===== src/rtl/cp0_pkg.sv =====
`default_nettype none

package cp0_pkg;

	typedef logic [31:0] word_t;
	typedef logic        u1;
	typedef logic [4:0]  u5;
	typedef logic [5:0]  u6;
	typedef logic [7:0]  u8;

	// register number in the upper bits, select below
	typedef struct packed {
		u5          num;
		logic [2:0] sel;
	} cp0_addr_t;

	localparam u5 REG_INDEX     = 5'd0;
	localparam u5 REG_ENTRY_LO0 = 5'd2;
	localparam u5 REG_ENTRY_LO1 = 5'd3;
	localparam u5 REG_CONTEXT   = 5'd4;
	localparam u5 REG_PAGE_MASK = 5'd5;
	localparam u5 REG_WIRED     = 5'd6;
	localparam u5 REG_BAD_VADDR = 5'd8;
	localparam u5 REG_COUNT     = 5'd9;
	localparam u5 REG_ENTRY_HI  = 5'd10;
	localparam u5 REG_COMPARE   = 5'd11;
	localparam u5 REG_STATUS    = 5'd12;
	localparam u5 REG_CAUSE     = 5'd13;
	localparam u5 REG_EPC       = 5'd14;
	localparam u5 REG_PRID      = 5'd15;
	localparam u5 REG_CONFIG    = 5'd16;

	localparam word_t PRID_VALUE   = 32'h0000_4220;
	localparam word_t CONFIG_RESET = 32'h8000_0080;

	// writable bits per register
	localparam word_t MASK_ENTRY_LO = 32'h3fff_ffff;
	localparam word_t MASK_CONTEXT  = 32'hff80_0000;
	localparam word_t MASK_ENTRY_HI = 32'hffff_e0ff;
	localparam word_t MASK_STATUS   = 32'h1040_ff17;
	localparam word_t MASK_CAUSE    = 32'h0080_0300;

	localparam u5 EXCCODE_INT  = 5'h00;
	localparam u5 EXCCODE_ADEL = 5'h04;
	localparam u5 EXCCODE_ADES = 5'h05;
	localparam u5 EXCCODE_SYS  = 5'h08;
	localparam u5 EXCCODE_BP   = 5'h09;
	localparam u5 EXCCODE_RI   = 5'h0a;
	localparam u5 EXCCODE_OV   = 5'h0c;

	typedef struct packed {
		logic [2:0] rsvd31;
		u1          cu0;
		logic [4:0] rsvd27;
		u1          bev;
		logic [5:0] rsvd21;
		u8          im;
		logic [2:0] rsvd7;
		u1          um;
		u1          rsvd3;
		u1          erl;
		u1          exl;
		u1          ie;
	} status_fields_t;

	typedef union packed {
		word_t          w;
		status_fields_t f;
	} status_u;

	typedef struct packed {
		u1          bd;
		u1          ti;
		logic [5:0] rsvd29;
		u1          iv;
		logic [6:0] rsvd22;
		u8          ip;
		u1          rsvd7;
		u5          exc_code;
		logic [1:0] rsvd1;
	} cause_fields_t;

	typedef union packed {
		word_t         w;
		cause_fields_t f;
	} cause_u;

	typedef enum logic [1:0] {
		NONE,
		EXCEPTION,
		ERET_OP
	} ctype_t;

	typedef struct packed {
		u1 bad_vaddr_f;
		u1 reserve_instr;
		u1 overflow;
		u1 trap;
		u1 syscall;
		u1 adel_d;
		u1 ades_d;
	} excp_flags_t;

	// write request, already qualified by select and commit
	typedef struct packed {
		u1     en;
		u5     addr;
		word_t data;
	} cp0_wr_t;

	typedef struct packed {
		u1 take;
		u1 is_int;
		u5 code;
		u1 bad_we;
		u1 bad_from_pc;
	} excp_commit_t;

endpackage

`default_nettype wire


===== src/rtl/cp0_excp_encoder.sv =====
`timescale 1ns/1ps
`default_nettype none

module cp0_excp_encoder (
	input  cp0_pkg::ctype_t       ctype,
	input  cp0_pkg::excp_flags_t  etype,
	input  cp0_pkg::u1            int_take,
	output cp0_pkg::excp_commit_t commit
);

	always_comb begin
		commit = '0;
		commit.take = (ctype == cp0_pkg::EXCEPTION) || int_take;
		commit.is_int = int_take;
		// interrupt wins over every synchronous flag
		if (int_take) begin
			commit.code = cp0_pkg::EXCCODE_INT;
		end else if (etype.bad_vaddr_f) begin
			// fetch fault, address is the pc itself
			commit.code = cp0_pkg::EXCCODE_ADEL;
			commit.bad_we = 1'b1;
			commit.bad_from_pc = 1'b1;
		end else if (etype.reserve_instr) begin
			commit.code = cp0_pkg::EXCCODE_RI;
		end else if (etype.overflow) begin
			commit.code = cp0_pkg::EXCCODE_OV;
		end else if (etype.trap) begin
			commit.code = cp0_pkg::EXCCODE_BP;
		end else if (etype.syscall) begin
			commit.code = cp0_pkg::EXCCODE_SYS;
		end else if (etype.adel_d) begin
			commit.code = cp0_pkg::EXCCODE_ADEL;
			commit.bad_we = 1'b1;
		end else if (etype.ades_d) begin
			commit.code = cp0_pkg::EXCCODE_ADES;
			commit.bad_we = 1'b1;
		end
	end

endmodule

`default_nettype wire


===== src/rtl/cp0_int_ctrl.sv =====
`timescale 1ns/1ps
`default_nettype none

module cp0_int_ctrl (
	input  logic             clk,
	input  logic             reset,
	input  cp0_pkg::status_u status,
	input  cp0_pkg::cause_u  cause,
	input  cp0_pkg::u1       ti,
	input  cp0_pkg::u6       ext_int,
	input  cp0_pkg::u1       inter_valid,
	output cp0_pkg::u1       int_take,
	output cp0_pkg::u1       int_pending
);

	cp0_pkg::u8 lines;
	cp0_pkg::u1 int_raw;

	// timer shares line 7 with the top external pin
	assign lines = {ext_int, cause.f.ip[1:0]} | {ti, 7'b0};

	assign int_raw = status.f.ie && !status.f.exl && (|(lines & status.f.im));

	// pipeline not ready, so hold it until it is
	always_ff @(posedge clk) begin
		if (reset) begin
			int_pending <= 1'b0;
		end else if (inter_valid) begin
			int_pending <= 1'b0;
		end else if (int_raw) begin
			int_pending <= 1'b1;
		end
	end

	assign int_take = (int_raw || int_pending) && inter_valid;

endmodule

`default_nettype wire


===== src/rtl/cp0_timer.sv =====
`timescale 1ns/1ps
`default_nettype none

module cp0_timer (
	input  logic             clk,
	input  logic             reset,
	input  cp0_pkg::cp0_wr_t wr,
	output cp0_pkg::word_t   count,
	output cp0_pkg::word_t   compare,
	output cp0_pkg::u1       ti
);

	cp0_pkg::u1 tick;
	cp0_pkg::u1 count_we;
	cp0_pkg::u1 compare_we;

	assign count_we = wr.en && (wr.addr == cp0_pkg::REG_COUNT);
	assign compare_we = wr.en && (wr.addr == cp0_pkg::REG_COMPARE);

	// half rate, low right after reset
	always_ff @(posedge clk) begin
		if (reset) begin
			tick <= 1'b0;
		end else begin
			tick <= !tick;
		end
	end

	always_ff @(posedge clk) begin
		if (reset) begin
			count <= '0;
			compare <= '0;
		end else begin
			// software load beats the increment
			if (count_we) begin
				count <= wr.data;
			end else if (tick) begin
				count <= count + 32'd1;
			end
			if (compare_we) begin
				compare <= wr.data;
			end
		end
	end

	// sticky until software rewrites compare
	always_ff @(posedge clk) begin
		if (reset) begin
			ti <= 1'b0;
		end else if (compare_we) begin
			ti <= 1'b0;
		end else if (count == compare) begin
			ti <= 1'b1;
		end
	end

endmodule

`default_nettype wire


===== src/rtl/cp0_regfile.sv =====
`timescale 1ns/1ps
`default_nettype none

module cp0_regfile (
	input  logic                  clk,
	input  logic                  reset,
	input  cp0_pkg::cp0_addr_t    ra,
	input  cp0_pkg::cp0_addr_t    wa,
	input  cp0_pkg::word_t        wd,
	input  cp0_pkg::u1            valid,
	input  cp0_pkg::u1            is_eret,
	input  cp0_pkg::word_t        pc,
	input  cp0_pkg::word_t        vaddr,
	input  cp0_pkg::word_t        int_pc,
	input  cp0_pkg::u1            is_slot,
	input  cp0_pkg::excp_commit_t commit,
	input  cp0_pkg::word_t        count,
	input  cp0_pkg::word_t        compare,
	input  cp0_pkg::u1            ti,
	input  cp0_pkg::u6            int_hw,
	output cp0_pkg::word_t        rd,
	output cp0_pkg::cp0_wr_t      wr,
	output cp0_pkg::status_u      status,
	output cp0_pkg::cause_u       cause,
	output cp0_pkg::word_t        epc
);

	cp0_pkg::word_t  index_q;
	cp0_pkg::word_t  entry_lo0_q;
	cp0_pkg::word_t  entry_lo1_q;
	cp0_pkg::word_t  ctx_q;
	cp0_pkg::word_t  page_mask_q;
	cp0_pkg::word_t  wired_q;
	cp0_pkg::word_t  bad_vaddr_q;
	cp0_pkg::word_t  entry_hi_q;
	cp0_pkg::status_u status_q;
	cp0_pkg::cause_u cause_q;
	cp0_pkg::word_t  epc_q;

	function automatic cp0_pkg::word_t merge(input cp0_pkg::word_t old_val,
			input cp0_pkg::word_t new_val, input cp0_pkg::word_t mask);
		merge = (old_val & ~mask) | (new_val & mask);
	endfunction

	// only sel 0 is implemented, an exception drops the write
	assign wr.en = valid && (wa.sel == 3'b0) && !commit.take;
	assign wr.addr = wa.num;
	assign wr.data = wd;

	// hardware lines and timer bit are not stored
	always_comb begin
		cause = cause_q;
		cause.f.ip[7:2] = int_hw;
		cause.f.ti = ti;
	end

	assign status = status_q;
	assign epc = epc_q;

	always_comb begin
		rd = '0;
		if (ra.sel == 3'b0) begin
			case (ra.num)
				cp0_pkg::REG_INDEX:     rd = index_q;
				cp0_pkg::REG_ENTRY_LO0: rd = entry_lo0_q;
				cp0_pkg::REG_ENTRY_LO1: rd = entry_lo1_q;
				cp0_pkg::REG_CONTEXT:   rd = ctx_q;
				cp0_pkg::REG_PAGE_MASK: rd = page_mask_q;
				cp0_pkg::REG_WIRED:     rd = wired_q;
				cp0_pkg::REG_BAD_VADDR: rd = bad_vaddr_q;
				cp0_pkg::REG_COUNT:     rd = count;
				cp0_pkg::REG_ENTRY_HI:  rd = entry_hi_q;
				cp0_pkg::REG_COMPARE:   rd = compare;
				cp0_pkg::REG_STATUS:    rd = status_q.w;
				cp0_pkg::REG_CAUSE:     rd = cause.w;
				cp0_pkg::REG_EPC:       rd = epc_q;
				cp0_pkg::REG_PRID:      rd = cp0_pkg::PRID_VALUE;
				cp0_pkg::REG_CONFIG:    rd = cp0_pkg::CONFIG_RESET;
				default:                rd = '0;
			endcase
		end
	end

	always_ff @(posedge clk) begin
		if (reset) begin
			index_q <= '0;
			entry_lo0_q <= '0;
			entry_lo1_q <= '0;
			ctx_q <= '0;
			page_mask_q <= '0;
			wired_q <= '0;
			bad_vaddr_q <= '0;
			entry_hi_q <= '0;
			status_q <= '0;
			cause_q <= '0;
			epc_q <= '0;
		end else begin
			// count and compare live in the timer
			if (wr.en) begin
				case (wr.addr)
					cp0_pkg::REG_INDEX:     index_q <= wr.data;
					cp0_pkg::REG_ENTRY_LO0:
						entry_lo0_q <= merge(entry_lo0_q, wr.data, cp0_pkg::MASK_ENTRY_LO);
					cp0_pkg::REG_ENTRY_LO1:
						entry_lo1_q <= merge(entry_lo1_q, wr.data, cp0_pkg::MASK_ENTRY_LO);
					cp0_pkg::REG_CONTEXT:
						ctx_q <= merge(ctx_q, wr.data, cp0_pkg::MASK_CONTEXT);
					cp0_pkg::REG_PAGE_MASK: page_mask_q <= wr.data;
					cp0_pkg::REG_WIRED:     wired_q <= wr.data;
					cp0_pkg::REG_ENTRY_HI:
						entry_hi_q <= merge(entry_hi_q, wr.data, cp0_pkg::MASK_ENTRY_HI);
					cp0_pkg::REG_STATUS:
						status_q.w <= merge(status_q.w, wr.data, cp0_pkg::MASK_STATUS);
					cp0_pkg::REG_CAUSE:
						cause_q.w <= merge(cause_q.w, wr.data, cp0_pkg::MASK_CAUSE);
					cp0_pkg::REG_EPC:       epc_q <= wr.data;
					default: ;
				endcase
			end
			if (commit.take) begin
				cause_q.f.exc_code <= commit.code;
				if (commit.bad_we) begin
					bad_vaddr_q <= commit.bad_from_pc ? pc : vaddr;
				end
				// nested exception keeps the first return point
				if (!status_q.f.exl) begin
					if (commit.is_int) begin
						epc_q <= int_pc;
					end else if (is_slot) begin
						epc_q <= pc - 32'd4;
					end else begin
						epc_q <= pc;
					end
					cause_q.f.bd <= is_slot;
				end
				status_q.f.exl <= 1'b1;
			end
			// eret last so it clears exl over a commit
			if (is_eret) begin
				status_q.f.exl <= 1'b0;
			end
		end
	end

endmodule

`default_nettype wire


===== src/rtl/cp0_top.sv =====
`timescale 1ns/1ps
`default_nettype none

module cp0_top (
	input  logic                 clk,
	input  logic                 reset,
	input  cp0_pkg::cp0_addr_t   ra,
	output cp0_pkg::word_t       rd,
	input  cp0_pkg::u1           valid,
	input  cp0_pkg::cp0_addr_t   wa,
	input  cp0_pkg::word_t       wd,
	input  cp0_pkg::ctype_t      ctype,
	input  cp0_pkg::excp_flags_t etype,
	input  cp0_pkg::word_t       pc,
	input  cp0_pkg::word_t       vaddr,
	input  cp0_pkg::u1           is_slot,
	input  cp0_pkg::word_t       int_pc,
	input  cp0_pkg::u1           is_eret,
	input  cp0_pkg::u1           inter_valid,
	input  cp0_pkg::u6           ext_int,
	output cp0_pkg::word_t       epc,
	output cp0_pkg::u1           is_intexc,
	output cp0_pkg::u1           is_exc
);

	cp0_pkg::cp0_wr_t      wr;
	cp0_pkg::status_u      status;
	cp0_pkg::cause_u       cause;
	cp0_pkg::excp_commit_t commit;
	cp0_pkg::word_t        count;
	cp0_pkg::word_t        compare;
	cp0_pkg::u1            ti;
	cp0_pkg::u1            int_take;

	cp0_regfile u_regfile (
		.clk(clk), .reset(reset), .ra(ra), .wa(wa), .wd(wd), .valid(valid),
		.is_eret(is_eret), .pc(pc), .vaddr(vaddr), .int_pc(int_pc), .is_slot(is_slot),
		.commit(commit), .count(count), .compare(compare), .ti(ti), .int_hw(ext_int),
		.rd(rd), .wr(wr), .status(status), .cause(cause), .epc(epc)
	);

	cp0_timer u_timer (
		.clk(clk), .reset(reset), .wr(wr), .count(count), .compare(compare), .ti(ti)
	);

	cp0_int_ctrl u_int_ctrl (
		.clk(clk), .reset(reset), .status(status), .cause(cause), .ti(ti),
		.ext_int(ext_int), .inter_valid(inter_valid),
		.int_take(int_take), .int_pending()
	);

	cp0_excp_encoder u_excp_encoder (
		.ctype(ctype), .etype(etype), .int_take(int_take), .commit(commit)
	);

	assign is_intexc = commit.take;
	assign is_exc = (ctype == cp0_pkg::EXCEPTION);

endmodule

`default_nettype wire


===== config.mk =====
export PLATFORM = sky130hd
export DESIGN_NAME = cp0_top
export DESIGN_NICKNAME = d
export VERILOG_FILES = /design/src/rtl/cp0_pkg.sv /design/src/rtl/cp0_excp_encoder.sv /design/src/rtl/cp0_int_ctrl.sv /design/src/rtl/cp0_timer.sv /design/src/rtl/cp0_regfile.sv /design/src/rtl/cp0_top.sv
export SDC_FILE = /design/constraint.sdc
export NUM_CORES = 1
export LEC_CHECK = 0
export CAP_MARGIN = 0
export CORE_ASPECT_RATIO = 1.75
export CORE_MARGIN = 8
export CORE_UTILIZATION = 45
export CTS_CLUSTER_DIAMETER = 50
export DETAILED_ROUTE_END_ITERATION = 6
export DONT_BUFFER_PORTS = 1
export PLACE_DENSITY = 0.72
export SKIP_LAST_GASP = 1
export SLEW_MARGIN = 25
export SYNTH_ARGS = -nofsm -noshare
export SYNTH_HDL_FRONTEND = slang
export SYNTH_SLANG_ARGS = --single-unit

===== constraint.sdc =====
create_clock -name clk -period 2.75 [get_ports clk]
set_input_delay 0.55 -clock clk [delete_from_list [all_inputs] [get_ports clk]]
set_output_delay 0.55 -clock clk [all_outputs]
set_load 0.005 [all_outputs]

==> metrics.md, run 1 <==
| Metric | Value |
|---|---|
| Combined area of all synthesized cells | 17000 um2 |
| Master cell of the clock root buffer | sky130_fd_sc_hd__clkbuf_16 |
| TritonCTS Sinks | 345 |
| Routability Congestion | 0.993 |
| Clk buf depth | 3 |
| Die width | 163 um |
| Critical path's slowest cell | sky130_fd_sc_hd__or3_1 |
| Max-cap violation count | 0 |
| Overflow left after global routing | 0 |
| WS Path Type | in2out |
| Wire length per cell | 25.6 um |
| Flip-flop and latch count after synthesis | 345 |
| Prevailing post-synth register cell | sky130_fd_sc_hd__dfxtp_1 |
| Initial antenna violation count | 2 |
| Transition time of the tightest slew-check pin | 0.867 ns |
| Status | finished with violations |
| IO Port Bufs | 0 |
| Min-delay worst type | in2reg |
| Share of synthesized area occupied by flip-flops and latches | 40.5% |
| Highest net fanout along the worst path | 13 |
| Initial DRT Pass Iterations | 6 |
| Number of placed I/O pins | 231 |
| Leakage dissipation | 6.34 nW |
| Required time at the worst-slack endpoint | 2.20 ns |
| Number of instances in the synthesized netlist | 2173 |
| Critical Path Source Type | input port |
| CTS tree | done |
| Max IR drop VDD | 0.446 mV |
| Final HPWL from detailed placement | 48.6 mm |
| Routed Antenna Nets | 0 |
| Via count | 17000 |
| DRT Wirelength | 67.9 mm |
| Clock skew after layout | 0.00791 ns |
| R2r startpoint | u_regfile.status[13]$_SDFFE_PP0P_ |
| Worst endpoint data arrival time | 2.25 ns |
| Placement Rows | 94 |
| Relative slew slack | 42.2% |
| Violated checks | negative setup slack |
| Die Outline Area | 44600 um2 |
| End of the worst register-to-register path | u_regfile.epc[21]$_SDFF_PP0_ |
| Leading cell type in the layout, fill and taps excluded | sky130_fd_sc_hd__nand2_1 |
| Final clock period utilization by the worst path | 102% |
| Crit path largest cell delay | 0.44 ns |
| Post-Synthesis Net Count | 2340 |
| Num CTS Buffers | 31 |
| Worst hold path cell count | 1 |
| Setup repair after global routing missed its margin | yes |
| Clock Pin Slew Worst Setup and Hold Paths | 0.07 ns |
| Minimum setup slack among reg-to-reg paths | 0.14 ns |
| Number of hold-slack violations in the final timing report | 0 |
| Largest net degree at the start of global routing | 347 |
| Worst hold slack | 0.0316 ns |
| First DRT Iteration DRCs | 2504 |
| Overall track demand over capacity in global routing | 29.4% |
| Number of global-route vias before repair | 16700 |
| Min-delay src | inter_valid |
| Remaining design rule violation count | 0 |
| Smallest setup slack after layout | -0.0546 ns |
| Worst R2R Path Depth | 9 |
| Die extent in y | 273 um |
| Number of pins with negative max-slew slack in the final report | 0 |
| Core Region | 37500 um2 |
| Mean cell area of the mapped netlist | 7.84 um2 |
| First-pass GRT wire length | 101 mm |
| Number of enable flip-flop cells after synthesis | 0 |
| Most frequent cells in the layout | sky130_fd_sc_hd__nand2_1, sky130_fd_sc_hd__dfxtp_1, sky130_fd_sc_hd__a21oi_1, sky130_fd_sc_hd__nor2_1, sky130_fd_sc_hd__buf_4 |
| Category of the worst setup path capture point | output port |
| CP Cell Sequence | or3_1 -> nor2_2 -> buf_12 -> a22o_1 -> a221oi_1 -> and3_1 -> a21oi_1 -> buf_4 |
| H-Tree Depth | 1 |
| Final core utilization | 51.8% |
| Final Net Count | 2315 |
| Initial Utilization | 45.4% |
| Hold buffers post-CTS | 0 |
| Synth Warn # | 0 |
| Library cells used by synthesis | 60 |
| Layout overhead on the synthesized area | 14.1% |
| Insertion delay to the later sink of the worst-skew pair | 0.58 ns |
| Sink of the worst hold path | u_int_ctrl.int_pending$_SDFFE_PP0P_ |
| Pwr/cell area | 503 nW/um2 |
| Share of flip-flops with an asynchronous set or reset after synthesis | 0% |
| Final total negative setup slack | -0.0693 ns |
| Fmax achieved | 0.357 GHz |
| Via count normalized by instance count | 6.41 |
| Setup-failing EPs final | 3 |
| Minimum clock period | 2.80 ns |
| Share of final-layout standard cells stronger than drive strength 1 | 13.6% |
## where the power goes
part	internal [mW]	switching, mW	total (mW)
Sequential	5.04	0.0610	5.10
Combinational	0.191	0.213	0.404
Clock	2.31	1.98	4.29
Total	7.54	2.26	9.79
## per-stage QoR
step                      power (mW)  cell area [um2]  worst slack (ns)  cells
after floorplan                 5.58            17100            0.0213   2173
after global routing            10.0            19500           -0.0498   2652
after CTS                       9.81            19400           -0.0245   2647
after global placement          5.60            18400           -0.0526   2592
after detailed placement        5.60            18400           -0.0548   2592
final                           9.79            19500           -0.0546   2652
## worst max path at each step
stage                      from      to  slack (ns)
final                     ra[6]  rd[24]       -0.05
after floorplan           ra[6]  rd[27]        0.02
after global routing      ra[3]   rd[5]       -0.05
after global placement    ra[7]  rd[29]       -0.05
after CTS                 ra[7]  rd[29]       -0.02
after detailed placement  ra[7]  rd[29]       -0.05
## synthesized netlist by cell type, types with 26 or more instances
cell type | number | share of area, %
sky130_fd_sc_hd__a211oi_1 | 35 | 1.5
sky130_fd_sc_hd__a21oi_1 | 261 | 7.7
sky130_fd_sc_hd__a22oi_1 | 121 | 5.3
sky130_fd_sc_hd__a31oi_1 | 26 | 0.95
sky130_fd_sc_hd__clkbuf_1 | 174 | 3.8
sky130_fd_sc_hd__dfxtp_1 | 345 | 41
sky130_fd_sc_hd__mux2_2 | 47 | 3.1
sky130_fd_sc_hd__mux2i_1 | 48 | 2.8
sky130_fd_sc_hd__nand2_1 | 540 | 12
sky130_fd_sc_hd__nand3_1 | 33 | 0.97
sky130_fd_sc_hd__nor2_1 | 141 | 3.1
sky130_fd_sc_hd__nor3_1 | 33 | 0.97
sky130_fd_sc_hd__nor4_1 | 28 | 1.0
sky130_fd_sc_hd__xnor2_1 | 78 | 4.0
## critical path: cells and delay by family
family / cells / cell delay, ns
buffers and inverters: 2 / 0.37
AOI/OAI and AO/OA: 3 / 0.48
and+or+nand+nor: 3 / 0.86
## state kept, by name, summed over array words and instances, names as in the netlist, 30 cells and up
signal and count:
u_regfile.wired_q 32, u_regfile.bad_vaddr_q 32, u_regfile.index_q 32, u_regfile.entry_lo1_q 30, u_timer.compare 32, u_regfile.entry_lo0_q 30
u_regfile.epc 32, u_regfile.page_mask_q 32, u_timer.count 32
## cell families after synthesis
family,Yosys count,share of synthesized area (%)
flip-flops,345,40.5
adder cells (fa/ha/maj),2,0.147
buffers and inverters,223,5.29
AO/OA/AOI/OAI,535,20.3
AND/OR/NAND/NOR,881,23.1
XOR/XNOR,91,4.68
multiplexers,96,6.01
## cell type report
class / instances / area (um2)
fillers: 3408 / 18100
clock buffers: 45 / 878
multi-input cells: 1605 / 9410
diodes: 2 / 5.00
inverters: 11 / 43.8
flip-flops and latches: 345 / 6910
well taps: 480 / 601
repair buffers: 154 / 1530
clock inverters: 10 / 86.3
## routing by layer
metal  part of all wire (%)  routed length [um]  vias up  track usage [%]
met1                     35               23500     7961             33.7
met3                     12                8160      304             7.72
met4                    8.5                5740        0             23.2
li1                       -                   -     7562                -
met2                     45               30500     1183             45.9
met5                      0                   0        -                0
## what timing repair did
action / in CTS / in global routing
pin swaps: 0 / 3
setup buffers: 0 / 3
hold endpoints to repair: 0 / 0
resized for setup: 3 / 10
endpoints found under the setup margin: 4 / 21
(Power assumes the default switching activity.)
==> run 2, diff against run 1 <==
--- a/config.mk
+++ b/config.mk
@@ -17,4 +17,5 @@
 export SLEW_MARGIN = 25
 export SYNTH_ARGS = -nofsm -noshare
 export SYNTH_HDL_FRONTEND = slang
+export SYNTH_HIERARCHICAL = 1
 export SYNTH_SLANG_ARGS = --single-unit
==> run 2 against run 1 <==
The run ends with design-rule violations left. Synthesized area grew 2.3%. First-iteration DRC count shrank 20%. Final cell count shrank 2.2%. Design area grew 1.2%. Via count shrank 1.8%. Fmax grew 2.7%. Largest cell class unchanged. Largest power group unchanged.
==> metrics.md, run 2 <==
| Metric | Value |
|---|---|
| Status | finished with violations |
| Violated checks | design-rule violations |
| Min-delay worst type | in2reg |
| Leading cell type in the layout, fill and taps excluded | sky130_fd_sc_hd__nand2_1 |
| TritonCTS Sinks | 346 (+0.29%) |
| Clock Pin Slew Worst Setup and Hold Paths | 0.06 ns (about the same) |
| Number of placed I/O pins | 231 (unchanged) |
| Largest net degree at the start of global routing | 339 (-2.3%) |
| Clock skew after layout | 0.0150 ns (+0.00707 ns) |
| Max IR drop VDD | 0.534 mV (+20%) |
| Final core utilization | 51.4% (-0.43 points) |
| Overall track demand over capacity in global routing | 28.9% (-0.54 points) |
| Final Net Count | 2254 (-2.6%) |
| Layout overhead on the synthesized area | 12.9% |
| WS Path Type | in2out |
| Combined area of all synthesized cells | 17400 um2 (+2.3%) |
| Minimum clock period | 2.73 ns (-0.0730 ns) |
| Most frequent CP cell | sky130_fd_sc_hd__buf_4 |
| Die width | 165 um (+1.0%) |
| Worst hold slack | 0.0795 ns (+0.0479 ns) |
| Initial DRT Pass Iterations | 7 (+1) |
| Mean cell area of the mapped netlist | 8.19 um2 (+4.5%) |
| Clk buf depth | 3 (unchanged) |
| Post-Synthesis Net Count | 2294 (-2.0%) |
| Insertion delay to the later sink of the worst-skew pair | 0.53 ns (-0.05 ns) |
| Routed Antenna Nets | 0 (unchanged) |
| Category of the worst setup path capture point | output port |
| Num CTS Buffers | 34 (+9.7%) |
| Worst setup path startpoint | ra[4] |
| Die Outline Area | 45500 um2 (+2.1%) |
| CTS tree | done |
| Smallest setup slack after layout | 0.0184 ns (+0.0730 ns) |
| First-pass GRT wire length | 100 mm (-1.0%) |
| Share of final-layout standard cells stronger than drive strength 1 | 14.8% (+1.1 points) |
| Post-placement setup slack | -0.0166 ns (+0.0382 ns) |
| Transition time of the tightest slew-check pin | 0.912 ns (+0.0453 ns) |
| Routability Congestion | 0.946 (-4.7%) |
| Setup-failing EPs final | 0 (-3) |
| Remaining design rule violation count | 20 (+20) |
| Wire length per cell | 26.5 um (+3.6%) |
| Min-delay src | inter_valid |
| Most frequent cells in the layout | sky130_fd_sc_hd__nand2_1, sky130_fd_sc_hd__dfxtp_1, sky130_fd_sc_hd__a21oi_1, sky130_fd_sc_hd__nor2_1, sky130_fd_sc_hd__buf_4 |
| Core Region | 38300 um2 (+2.0%) |
| Initial Utilization | 45.5% (+0.12 points) |
| Required time at the worst-slack endpoint | 2.20 ns (about the same) |
| DRT Wirelength | 68.8 mm (+1.4%) |
| Via count | 16700 (-1.8%) |
| Max-cap violation count | 0 (unchanged) |
| IO Port Bufs | 0 (unchanged) |
| Synth Warn # | 6 (+6) |
| First DRT Iteration DRCs | 1994 (-20%) |
| Number of global-route vias before repair | 16200 (-3.1%) |
| Overflow left after global routing | 0 (unchanged) |
| Setup repair after global routing missed its margin | yes |
| Final total negative setup slack | 0 ns (+0.0693 ns) |
| Final clock period utilization by the worst path | 99.3% (-2.7 points) |
| Leakage dissipation | 6.29 nW (-0.71%) |
| Crit path largest cell delay | 0.27 ns (-0.17 ns) |
| Number of pins with negative max-slew slack in the final report | 0 (unchanged) |
| Fmax achieved | 0.366 GHz (+2.7%) |
| Worst R2R Path Depth | 10 (+1) |
| Power Total | 10.5 mW (+7.7%) |
| Final HPWL from detailed placement | 49.7 mm (+2.3%) |
| Critical path's slowest cell | sky130_fd_sc_hd__a221oi_1 |
| Worst hold path cell count | 1 (unchanged) |
| H-Tree Depth | 2 (+1) |
| Highest net fanout along the worst path | 13 (unchanged) |
| Via count normalized by instance count | 6.44 (+0.43%) |
| Placement Rows | 95 (+1.1%) |
| Pwr/cell area | 536 nW/um2 (+6.5%) |
| Number of instances in the synthesized netlist | 2127 (-2.1%) |
| Number of hold-slack violations in the final timing report | 0 (unchanged) |
| Relative slew slack | 38.7% (-3.5 points) |
| Critical Path Source Type | input port |
| Hold buffers post-CTS | 0 (unchanged) |
| R2r startpoint | u_regfile/status[1]$_SDFFE_PP0P_ |
| Initial antenna violation count | 2 (unchanged) |
| Master cell of the clock root buffer | sky130_fd_sc_hd__clkbuf_16 |
| Worst endpoint data arrival time | 2.18 ns (-0.07 ns) |
| CP Cell Sequence | nor2b_2 -> and2_0 -> buf_4 -> buf_4 -> a22o_1 -> a221oi_1 -> a41oi_2 -> buf_4 |
| Die extent in y | 276 um (+1.1%) |
-- run 2: path summary, 6_finish.rpt --
path                                            end  slack, ns
min reg2reg      u_regfile/index_q[30]$_SDFFE_PP0P_       0.46
min             u_int_ctrl/int_pending$_SDFFE_PP0P_       0.08
max reg2reg  u_regfile/entry_lo0_q[16]$_SDFFE_PP0P_       0.08
max                                          rd[30]       0.02
-- run 2: what timing repair did --
item                                   4_1_cts  5_1_grt
resized for setup                            2        4
setup endpoints to repair                    2        7
buffers inserted                             0        0
endpoints found under the hold margin        0        0
-- run 2: cell type report --
type | instances | area [um2]
flip-flops and latches | 346 | 6930
inverters | 13 | 48.8
well taps | 485 | 607
fillers | 3589 | 18600
clock inverters | 10 | 139
repair buffers | 148 | 1490
multi-input cells | 1544 | 9460
diodes | 2 | 5.00
clock buffers | 46 | 1010
-- run 2: metrics by stage --
step | std cells | cell area (um2)
2_1_floorplan | 2127 | 17500
3_3_place_gp | 2536 | 18500
3_5_place_dp | 2536 | 18500
4_1_cts | 2592 | 19700
5_1_grt | 2594 | 19700
6_report | 2594 | 19700
-- run 2: routing by layer --
metal / track usage [%] / routed length (um)
met1: 32.5 / 23400
met5: 0 / 0
met3: 7.71 / 8070
met4: 19.7 / 4980
met2: 46.6 / 32400
-- run 2: where the power goes --
part / total [mW] / switching, mW / internal [mW]
Sequential: 5.18 / 0.104 / 5.08
Clock: 4.91 / 2.07 / 2.85
Combinational: 0.449 / 0.244 / 0.205
Total: 10.5 / 2.41 / 8.13
-- run 2: worst max-delay path, delay by kind of cell --
family                 cells  cell delay (ns)
buffers and inverters      3             0.56
AOI/OAI and AO/OA          3             0.71
and+or+nand+nor            2             0.36
